## src/hw/mv_defines.svh

```systemverilog
`ifndef MV_DEFINES_SVH
`define MV_DEFINES_SVH

// Matrix dimensions, powers of two so indices cannot overrun
`define MV_ROWS 4
`define MV_COLS 4

// Element width for A and x
`define MV_ELEM_W 8

// Accumulator and result width, sums wrap at this size
`define MV_ACC_W 32

`endif

```

## src/hw/mv_data_pkg.sv

```systemverilog
`include "mv_defines.svh"

package mv_data_pkg;

  // Operand and result payloads
  typedef logic [`MV_ELEM_W-1:0] elem_t;
  typedef logic [`MV_ACC_W-1:0]  acc_t;

  // Indices into A, x and y
  typedef logic [$clog2(`MV_ROWS)-1:0] row_idx_t;
  typedef logic [$clog2(`MV_COLS)-1:0] col_idx_t;

  // Memory targeted by a host write
  typedef enum logic {
    MEM_A = 1'b0,
    MEM_X = 1'b1
  } mem_sel_t;

  // Host write request, row is ignored for MEM_X
  typedef struct packed {
    logic     write;
    mem_sel_t sel;
    row_idx_t row;
    col_idx_t col;
    elem_t    wdata;
  } host_wr_t;

endpackage

```

## src/hw/mv_ctrl_pkg.sv

```systemverilog
package mv_ctrl_pkg;

  // Kernel sequencing states
  typedef enum logic [2:0] {
    IDLE  = 3'd0,
    CLEAR = 3'd1,
    READ  = 3'd2,
    MAC   = 3'd3,
    WRITE = 3'd4,
    DONE  = 3'd5
  } kernel_state_t;

  // Index counter command from the FSM
  typedef struct packed {
    logic clear;
    logic col_step;
    logic row_step;
  } cnt_cmd_t;

endpackage

```

## src/hw/comb_mem.sv

```systemverilog
`timescale 1ns/1ps

module comb_mem
  import mv_data_pkg::*;
#(
  parameter type word_t = elem_t,
  parameter int  DEPTH  = 4,
  parameter int  ADDR_W = $clog2(DEPTH)
) (
  input  logic              clk,
  input  logic              reset,
  input  logic [ADDR_W-1:0] addr,
  input  logic              write_en,
  input  word_t             write_data,
  output word_t             read_data,
  output logic              done
);

  word_t mem [DEPTH];

  // Zero-latency read port
  assign read_data = mem[addr];

  // Write completion, one cycle behind the strobe
  always_ff @(posedge clk) begin
    if (reset) begin
      done <= 1'b0;
    end else begin
      done <= write_en;
    end
  end

  // Contents clear on reset
  always_ff @(posedge clk) begin
    if (reset) begin
      for (int i = 0; i < DEPTH; i++) begin
        mem[i] <= '0;
      end
    end else if (write_en) begin
      mem[addr] <= write_data;
    end
  end

endmodule

```

## src/hw/seq_mem_d2.sv

```systemverilog
`timescale 1ns/1ps

module seq_mem_d2
  import mv_data_pkg::*;
#(
  parameter int D0_SIZE = 4,
  parameter int D1_SIZE = 4
) (
  input  logic     clk,
  input  logic     reset,
  input  row_idx_t addr0,
  input  col_idx_t addr1,
  input  logic     content_en,
  input  logic     write_en,
  input  elem_t    write_data,
  output elem_t    read_data,
  output logic     done
);

  localparam int DEPTH  = D0_SIZE * D1_SIZE;
  localparam int ADDR_W = $clog2(DEPTH);

  elem_t             mem [DEPTH];
  logic [ADDR_W-1:0] flat_addr;

  // Row-major flattening
  assign flat_addr = ADDR_W'(addr0) * ADDR_W'(D1_SIZE) + ADDR_W'(addr1);

  always_ff @(posedge clk) begin
    if (reset) begin
      read_data <= '0;
    end else if (content_en && !write_en) begin
      read_data <= mem[flat_addr];
    end else if (content_en && write_en) begin
      // Read port is undefined after a write
      read_data <= 'x;
    end
  end

  always_ff @(posedge clk) begin
    if (reset) begin
      done <= 1'b0;
    end else begin
      done <= content_en;
    end
  end

  always_ff @(posedge clk) begin
    if (!reset && content_en && write_en) begin
      mem[flat_addr] <= write_data;
    end
  end

endmodule

```

## src/hw/mv_index_counter.sv

```systemverilog
`timescale 1ns/1ps

module mv_index_counter
  import mv_data_pkg::*;
  import mv_ctrl_pkg::*;
(
  input  logic     clk,
  input  logic     reset,
  input  cnt_cmd_t cmd,
  output row_idx_t row,
  output col_idx_t col,
  output logic     col_last,
  output logic     row_last
);

  // Dimensions are powers of two, so the last index is all ones
  assign col_last = (col == '1);
  assign row_last = (row == '1);

  always_ff @(posedge clk) begin
    if (reset || cmd.clear) begin
      col <= '0;
    end else if (cmd.col_step) begin
      col <= col_last ? '0 : col + 1'b1;
    end
  end

  always_ff @(posedge clk) begin
    if (reset || cmd.clear) begin
      row <= '0;
    end else if (cmd.row_step) begin
      row <= row_last ? '0 : row + 1'b1;
    end
  end

endmodule

```

## src/hw/mv_control_fsm.sv

```systemverilog
`timescale 1ns/1ps

module mv_control_fsm
  import mv_ctrl_pkg::*;
(
  input  logic     clk,
  input  logic     reset,
  input  logic     go,
  input  logic     col_last,
  input  logic     row_last,
  output cnt_cmd_t cnt_cmd,
  output logic     a_content_en,
  output logic     acc_clear,
  output logic     acc_en,
  output logic     y_write_en,
  output logic     busy,
  output logic     done
);

  kernel_state_t state;
  kernel_state_t state_next;

  always_ff @(posedge clk) begin
    if (reset) begin
      state <= IDLE;
    end else begin
      state <= state_next;
    end
  end

  // One row costs CLEAR, then READ/MAC per column, then WRITE
  always_comb begin
    state_next = state;
    unique case (state)
      IDLE:    if (go) state_next = CLEAR;
      CLEAR:   state_next = READ;
      READ:    state_next = MAC;
      MAC:     state_next = col_last ? WRITE : READ;
      WRITE:   state_next = row_last ? DONE : CLEAR;
      DONE:    state_next = IDLE;
      default: state_next = IDLE;
    endcase
  end

  // Moore outputs
  assign a_content_en     = (state == READ);
  assign acc_clear        = (state == CLEAR);
  assign acc_en           = (state == MAC);
  assign y_write_en       = (state == WRITE);
  assign busy             = (state != IDLE);
  assign done             = (state == DONE);

  // Indices restart while idle, col steps after each MAC, row after WRITE
  assign cnt_cmd.clear    = (state == IDLE);
  assign cnt_cmd.col_step = (state == MAC);
  assign cnt_cmd.row_step = (state == WRITE);

endmodule

```

## src/hw/mv_mac.sv

```systemverilog
`timescale 1ns/1ps

module mv_mac
  import mv_data_pkg::*;
(
  input  logic  clk,
  input  logic  reset,
  input  logic  acc_clear,
  input  logic  acc_en,
  input  elem_t a_data,
  input  elem_t x_data,
  output acc_t  acc
);

  acc_t product;

  // Unsigned product, widened before the multiply
  assign product = acc_t'(a_data) * acc_t'(x_data);

  always_ff @(posedge clk) begin
    if (reset || acc_clear) begin
      acc <= '0;
    end else if (acc_en) begin
      // Wraps modulo 2**MV_ACC_W
      acc <= acc + product;
    end
  end

endmodule

```

## src/hw/mv_kernel_top.sv

```systemverilog
`timescale 1ns/1ps

`include "mv_defines.svh"

module mv_kernel_top
  import mv_data_pkg::*;
  import mv_ctrl_pkg::*;
(
  input  logic     clk,
  input  logic     reset,
  input  logic     go,
  input  host_wr_t host_wr,
  input  row_idx_t y_addr,
  output acc_t     y_rdata,
  output logic     busy,
  output logic     done
);

  cnt_cmd_t cnt_cmd;
  row_idx_t row;
  col_idx_t col;
  logic     col_last;
  logic     row_last;
  logic     a_content_en;
  logic     acc_clear;
  logic     acc_en;
  logic     y_write_en;
  acc_t     acc;

  logic     host_a_wr;
  logic     host_x_wr;
  row_idx_t a_row;
  col_idx_t a_col;
  logic     a_mem_en;
  elem_t    a_rdata;
  col_idx_t x_addr;
  elem_t    x_rdata;
  row_idx_t y_mem_addr;

  // Host writes only land while the kernel is idle
  assign host_a_wr  = !busy && host_wr.write && (host_wr.sel == MEM_A);
  assign host_x_wr  = !busy && host_wr.write && (host_wr.sel == MEM_X);

  assign a_row      = busy ? row : host_wr.row;
  assign a_col      = busy ? col : host_wr.col;
  assign a_mem_en   = busy ? a_content_en : host_a_wr;
  assign x_addr     = busy ? col : host_wr.col;
  assign y_mem_addr = busy ? row : y_addr;

  mv_control_fsm i_mv_control_fsm (
    .clk          (clk),
    .reset        (reset),
    .go           (go),
    .col_last     (col_last),
    .row_last     (row_last),
    .cnt_cmd      (cnt_cmd),
    .a_content_en (a_content_en),
    .acc_clear    (acc_clear),
    .acc_en       (acc_en),
    .y_write_en   (y_write_en),
    .busy         (busy),
    .done         (done)
  );

  mv_index_counter i_mv_index_counter (
    .clk      (clk),
    .reset    (reset),
    .cmd      (cnt_cmd),
    .row      (row),
    .col      (col),
    .col_last (col_last),
    .row_last (row_last)
  );

  seq_mem_d2 #(
    .D0_SIZE (`MV_ROWS),
    .D1_SIZE (`MV_COLS)
  ) i_a_mem (
    .clk        (clk),
    .reset      (reset),
    .addr0      (a_row),
    .addr1      (a_col),
    .content_en (a_mem_en),
    .write_en   (host_a_wr),
    .write_data (host_wr.wdata),
    .read_data  (a_rdata),
    .done       ()
  );

  comb_mem #(
    .word_t (elem_t),
    .DEPTH  (`MV_COLS)
  ) i_x_mem (
    .clk        (clk),
    .reset      (reset),
    .addr       (x_addr),
    .write_en   (host_x_wr),
    .write_data (host_wr.wdata),
    .read_data  (x_rdata),
    .done       ()
  );

  // A data is registered from READ, x is read live in MAC
  mv_mac i_mv_mac (
    .clk       (clk),
    .reset     (reset),
    .acc_clear (acc_clear),
    .acc_en    (acc_en),
    .a_data    (a_rdata),
    .x_data    (x_rdata),
    .acc       (acc)
  );

  comb_mem #(
    .word_t (acc_t),
    .DEPTH  (`MV_ROWS)
  ) i_y_mem (
    .clk        (clk),
    .reset      (reset),
    .addr       (y_mem_addr),
    .write_en   (y_write_en),
    .write_data (acc),
    .read_data  (y_rdata),
    .done       ()
  );

endmodule

```

## config.mk

```make
export PLATFORM = sky130hd
export DESIGN_NAME = mv_kernel_top
export DESIGN_NICKNAME = d
export VERILOG_FILES = /design/src/hw/mv_data_pkg.sv /design/src/hw/mv_ctrl_pkg.sv /design/src/hw/comb_mem.sv /design/src/hw/seq_mem_d2.sv /design/src/hw/mv_index_counter.sv /design/src/hw/mv_control_fsm.sv /design/src/hw/mv_mac.sv /design/src/hw/mv_kernel_top.sv
export VERILOG_INCLUDE_DIRS = /design/src /design/src/hw
export SDC_FILE = /design/constraint.sdc
export NUM_CORES = 1
export LEC_CHECK = 0
export BUFFER_PORTS_ARGS = -buffer_cell sky130_fd_sc_hd__buf_2
export CAP_MARGIN = 25
export CELL_PAD_IN_SITES_DETAIL_PLACEMENT = 0
export CELL_PAD_IN_SITES_GLOBAL_PLACEMENT = 1
export CORE_ASPECT_RATIO = 1.75
export CORE_MARGIN = 1
export CORE_UTILIZATION = 45
export CTS_BUF_LIST = sky130_fd_sc_hd__clkbuf_2 sky130_fd_sc_hd__clkbuf_4 sky130_fd_sc_hd__clkbuf_8
export DETAILED_ROUTE_END_ITERATION = 7
export PLACE_DENSITY = 0.73
export SETUP_SLACK_MARGIN = 0.15
export SKIP_LAST_GASP = 1
export SLEW_MARGIN = 20
export SYNTH_ARGS = -nofsm -noshare
export SYNTH_HDL_FRONTEND = slang
export SYNTH_SLANG_ARGS = --single-unit
```

## constraint.sdc

```tcl
create_clock -name clk -period 10.8 [get_ports clk]
set_clock_uncertainty 0.05 [all_clocks]
set_input_delay 2.16 -clock clk [delete_from_list [all_inputs] [get_ports clk]]
set_output_delay 2.16 -clock clk [all_outputs]
set_load 0.01 [all_outputs]
```

Word level (Yosys, flattened, before mapping)
Memories as Yosys holds them, arrays and structs flattened. A register that Yosys moved wholly into a read port is not among the register bits.
Cells that the tools add are included.
- register bits after elaboration: 39
- bits in writable memories: 288
- bits of input ports: 19
- output and inout bits: 34
- logic and storage cells: 64
- memories: 3
- memories (name ; words ; bits a word ; rd ports ; clocked after memory_dff ; wr ports ; RTL line ; RTL):
    i_a_mem.mem ; 16 ; 8 ; 1 ; 1 ; 1 ; seq_mem_d2.sv:23 ; elem_t mem [DEPTH];
    i_y_mem.mem ; 4 ; 32 ; 1 ; 0 ; 4 ; comb_mem.sv:19 ; word_t mem [DEPTH];
    i_x_mem.mem ; 4 ; 8 ; 1 ; 0 ; 4 ; comb_mem.sv:19 ;
- add/subtract/negate cells: 4
- multipliers: 1
- equal/unequal tests: 8
- mux-type cells: 26
- bitwise gates (word level): 1
- reductions and logical operators: 17
- operator list (kind ; count):
    adder 32 x 16 -> 32 bit ; 1
    2-to-1 mux 32 bit ; 1
    OR reduction 32 bit ; 1
    multiplier 8 x 8 -> 16 bit ; 1
    one-hot mux 3 bit (5 select lines) ; 1
    2-to-1 mux 2 bit ; 7
    2-to-1 mux 1 bit ; 13
    2-to-1 mux 3 bit ; 3
    2-to-1 mux 8 bit ; 1
    OR reduction 8 bit ; 1
    logical AND 1 bit ; 7
    equality test 3 x 2 -> 1 bit, second input constant ; 2
    equality test 3 bit, second input constant ; 2
    adder 2 x 1 -> 2 bit, second input constant ; 2
    adder 4 x 2 -> 4 bit ; 1
    equality test 2 bit, second input constant ; 2
    equality test 3 x 1 -> 1 bit, second input constant ; 1
    logical NOT 1 bit ; 3
    logical NOT 3 bit ; 1
    nonzero test 3 bit ; 1
    logical OR 1 bit ; 2
    != test 2 bit, second input constant ; 1
    nonzero test 2 bit ; 1
    inverter 1 bit ; 1

Depth between registers and ports, before layout
- depth after elaboration: 9
- mapped depth: 23
- mapped depth without buffers: 22

Cells and area by module
Synthesis repeated with hierarchy kept, for this count alone.
- cell total of the unflattened synthesis: 1263
- area, all modules: 17038.8 um^2
- modules (own cells, without submodules) (module ; instances ; cells each ; area an instance (um^2) ; sequential area each (um^2)):
    comb_mem at i_y_mem ; 1 ; 357 ; 5566.6 ; 3863.7
    seq_mem_d2 ; 1 ; 264 ; 5330.1 ; 4023.9
    mv_mac ; 1 ; 489 ; 4174.0 ; 640.6
    comb_mem at i_x_mem ; 1 ; 97 ; 1450.1 ; 980.9
    mv_control_fsm ; 1 ; 23 ; 224.0 ; 60.1
    mv_index_counter ; 1 ; 17 ; 178.9 ; 80.1
    mv_kernel_top ; 1 ; 16 ; 115.1 ; 0.0

Worst setup path after synthesis
Ideal clock, no wire load.
- path kind: input to register
- start point: input port host_wr[9] (netlist bit)
- end point: register i_mv_mac.acc[23]
- setup time: 0.124 ns
- arrival time: 6.828 ns
- required time: 10.626 ns
- slack: 3.798 ns
- stages: 18
- buffers on the path: 2
- path through: mux2i_1 buf_2 mux4_2 and2_1 fa_1 fa_1 inv_1 fa_1 inv_1 fa_1 ha_1 a21o_1 a21o_1 a31oi_1 and2_1 clkbuf_1 o21ai_0 mux2i_1
- longest elaborated chain between the ends: 4
- RTL lines (element ; RTL line ; RTL):
    start, declared ; mv_kernel_top.sv:12 ; input host_wr_t host_wr,
    2-to-1 mux 2 bit ; mv_kernel_top.sv:47 ; assign x_addr = busy ? col : host_wr.col;
    memory read (4 x 8 bit) ; -- ;
    multiplier 8 x 8 -> 16 bit ; mv_mac.sv:18 ; assign product = acc_t'(a_data) * acc_t'(x_data);
    adder 32 x 16 -> 32 bit ; mv_mac.sv:25 ; acc <= acc + product;
    end signal, assigned ; mv_mac.sv:25 ;
    end, declared ; mv_mac.sv:12 ; output acc_t acc
No other way between the ends.
A chain may end at the register's enable or synchronous reset.

Worst setup path after layout
- start point: input port host_wr[8] (netlist bit)
- end point: register i_mv_mac.acc[31]
Same word-level chain as after synthesis.

==> key figures <==
Logic synthesis
  – Synth Instances: around 1300
  – Mapped Avg Cell Area: around 13 um^2
  – Yosys warnings: 0
  – Largest family of logic cells by synthesized area: simple AND/OR/NAND/NOR gates
  – Post-synthesis sequential area ratio: between 50% and 60%
  – #FFs+latches synth: approximately 340
  – Synth Cell Area: 0.0169 mm^2
  – Adder-cell area share of the yosys netlist: a little under a tenth
  – Library cells used by synthesis: 61
  – Async SR Flop Fraction: 0%
  – Fraction of the mapped netlist area in simple logic gates: between 10 and 15%
  – Post-synth net total: around 1500
  – Post-synthesis mux area share: under 10%
  – Xor/xnor share of the synthesized area: less than 1%
  – Compound-gate portion of the synthesized area: 5.51%
  – Most used flip-flop cell after synthesis: edfxtp_1
  – EDFF count, synth: ~290

Layout
  – Final Non-Filler Cells: 1906
  – Most frequent cells in the layout: edfxtp_1 (288), and2_1 (138), nand2_1 (121), inv_1 (113), nor2_1 (61)
  – Commonest non-fill, non-tap cell in the layout: edfxtp_1
  – Area Growth Syn to Fin: 10.2%
  – Final nets: between 1500 and 2000
  – Share of cells above drive strength 1: between 10% and 20%
  – Final instance area: roughly 0.019 mm^2

Worst setup path
  – Most common cell on crit path: fa_1
  – RR Startpoint: i_mv_control_fsm.state[2]
  – Worst path buffer plus inverter count: 3
  – Worst Setup SP: host_wr[8]
  – CP max stage delay: 0.74 ns
  – RR Endpoint: i_mv_mac.acc[31]
  – Crit path max-delay family: adder cells
  – CP cell instances: buf_2 > mux2i_4 > mux4_2 > and2_1 > fa_1 > fa_1 > inv_1 > fa_1 > fa_1 > inv_1 > ha_1 > o21ai_0 > a21oi_1 > o41ai_1 > a21oi_1 > o2111ai_1 > mux2i_1
  – Worst setup path end: i_mv_mac.acc[31]
  – CP startpoint kind: primary input
  – CP endpoint kind: flip-flop
  – Slowest CP cell: mux2i_4
  – Worst path depth: 17
  – Maximum fanout along the worst path: 21
  – CP arrival: roughly 8 ns
  – R2R depth: 18
  – CP required: around 11 ns
  – WS Path Type: in2reg
  – Flop-to-flop setup slack: slightly below 4 ns

STA
  – Period minus WS final: between 7 and 8 ns
  – Final Max Tran Viols: 0
  – Part of the cycle the worst path needs: 69.7%
  – Worst-margin pin slew: roughly 1 ns
  – Final hold vios: 0
  – F_max: about 130 MHz
  – Finish-stage setup viols: 0
  – Slew HR: 33.1%
  – Setup tns final: 0 ns
  – Worst setup margin: between 3 and 4 ns
  – Unrepaired setup endpoints after global routing: no

Global routing
  – Initial antenna violation count: 1
  – Final global-route overflow total: 0
  – Largest net degree at the start of global routing: 54
  – GRT Total Usage: a little over a fifth
  – Global-route wire length before repair: 61.7 mm
  – Vias in the first global route: 11200

Die
  – I/O pins: 53
  – Die Wd: around 150 um
  – Die area: ~0.038 mm^2
  – Core Box Area: between 0.03 and 0.04 mm^2
  – Initial core utilization: between 40 and 50%
  – Row cnt: 93
  – Die H: 258 um

Placement
  – Placed cells: roughly 1800
  – Hpwl dp: a little under 30 mm
  – Placed inst area: about 0.018 mm^2
  – GPL Wtd Cong: between 0.8 and 0.9
  – Placement Setup Slack: between 2 and 3 ns
  – # port buffers: 52

CTS
  – H-tree depth: 2
  – Clock buffer depth: 3
  – Cts bufs inserted: 49
  – Skew-Pair Late Insertion Delay: 0.60 ns
  – Cts repair resizes: 0
  – Clock slew at reported path FFs: roughly 0.06 ns
  – Hold Buf Count CTS: 0
  – Clock Root Buffer: clkbuf_8
  – Sink Count: around 340
  – CTS tree: yes
  – Post-CTS Setup Bufs: 0

Detailed routing
  – Routed length per instance: roughly 21 um
  – First-iteration detailed-routing DRC count: around 440
  – Vias per cell: roughly 5.5
  – Vias: between 10000 and 15000
  – Routed WL: roughly 40 mm
  – DRC Markers: 0
  – Drt pass-1 iters: 5
  – Antenna Nets Post-Route: 0

Power and ir drop
  – P per Cell Area: roughly 150 mW/mm^2
  – Peak VDD IR: roughly 0.10 mV
  – Lkg Pwr: 7.24 nW
  – Total power: 0.00287 W

Status
  – Outcome: finished clean

Min path
  – Hold crit path type: reg2reg

Flow run
  – Max-cap violations: 0
==> how the worst min path moves through the flow <==
| stage | cells after the start | from | slack [ns] | endpoint |
|---|---|---|---|---|
| 2_1_floorplan | 2 | i_mv_mac.acc[12] | 0.39 | i_mv_mac.acc[12] |
| 3_3_place_gp | 2 | i_mv_mac.acc[1] | 0.41 | i_mv_mac.acc[1] |
| 3_5_place_dp | 2 | i_mv_mac.acc[12] | 0.41 | i_mv_mac.acc[12] |
| 4_1_cts | 2 | i_mv_mac.acc[12] | 0.42 | i_mv_mac.acc[12] |
| 5_1_grt | 2 | i_mv_mac.acc[12] | 0.45 | i_mv_mac.acc[12] |
| 6_report | 2 | i_mv_mac.acc[12] | 0.42 | i_mv_mac.acc[12] |
==> cell usage after synthesis, types with 13 or more instances <==
master    count  area (um^2)
ha_1         43          538
nor4_1       13         81.3
buf_2        20          100
dfxtp_1      47          941
nand2_1     121          454
nor3_1       55          275
and2_1      138          863
mux4_2       40          901
nand3_1      31          155
inv_1       113          424
nor2_1       61          229
o32ai_1      14          123
clkbuf_1     42          158
edfxtp_1    288         8650
a21o_1       13         97.6
a21oi_1      38          190
o21ai_0      18         90.1
mux2i_1      61          611
fa_1         50         1000
==> through the flow <==
step / utilization (%) / hold WS [ns]
after CTS: 50.4 / 0.421
final: 50.5 / 0.419
after global routing: 50.5 / 0.448
after global placement: 47.7 / 0.406
after floorplan: - / 0.390
after detailed placement: 47.8 / 0.411
==> cell type report <==
cell class / instances / area, um^2
fillers: 3250 / 18300
flip-flops and latches: 335 / 9590
multi-input cells: 818 / 6580
clock buffers: 69 / 831
well taps: 475 / 594
repair buffers: 74 / 465
inverters: 114 / 428
clock inverters: 20 / 138
diodes: 1 / 2.50
==> sequential cells by signal, summed over array words and instances, names as in the netlist <==
signal / flops
i_mv_index_counter.col: 2
i_mv_control_fsm.state: 3
i_y_mem.mem: 128
i_a_mem.read_data: 8
i_mv_index_counter.row: 2
i_mv_mac.acc: 32
i_a_mem.mem: 128
i_x_mem.mem: 32
==> worst reg2reg max path: cells and delay by family, from the launching register on <==
family	cells	cell delay (ns)
flip-flops	1	0.46
adder cells (fa/ha/maj)	5	2.22
AO/OA/AOI/OAI	5	1.51
AND/OR/NAND/NOR	2	0.63
multiplexers	3	1.48
buffers and inverters	3	0.43
==> cell families (layout without fill, tap and decap cells) <==
group | Yosys count | count (layout)
simple gates | 474 | 474
flops | 335 | 335
buf+inv | 192 | 277
compound gates | 139 | 139
mux | 102 | 102
fa+ha+maj | 93 | 93
xor+xnor | 10 | 10
other cells | 0 | 1
==> power by group <==
group	switching, W	internal [W]	total (W)	leakage (nW)
clock network	0.000482	0.000525	0.00101	0.512
logic	0.000248	0.000157	0.000405	3.55
registers	0.0000220	0.00143	0.00146	3.18
total	0.000752	0.00212	0.00287	7.24
==> routing by layer <==
metal	vias up	share of wire [%]	global-route usage (%)
met3	108	3.3	2.73
met1	5189	33	20.4
met4	0	4.8	10.9
met5	-	0	0
met2	232	58	43.6
li1	4921	-	-
(Power assumes the default switching activity.)
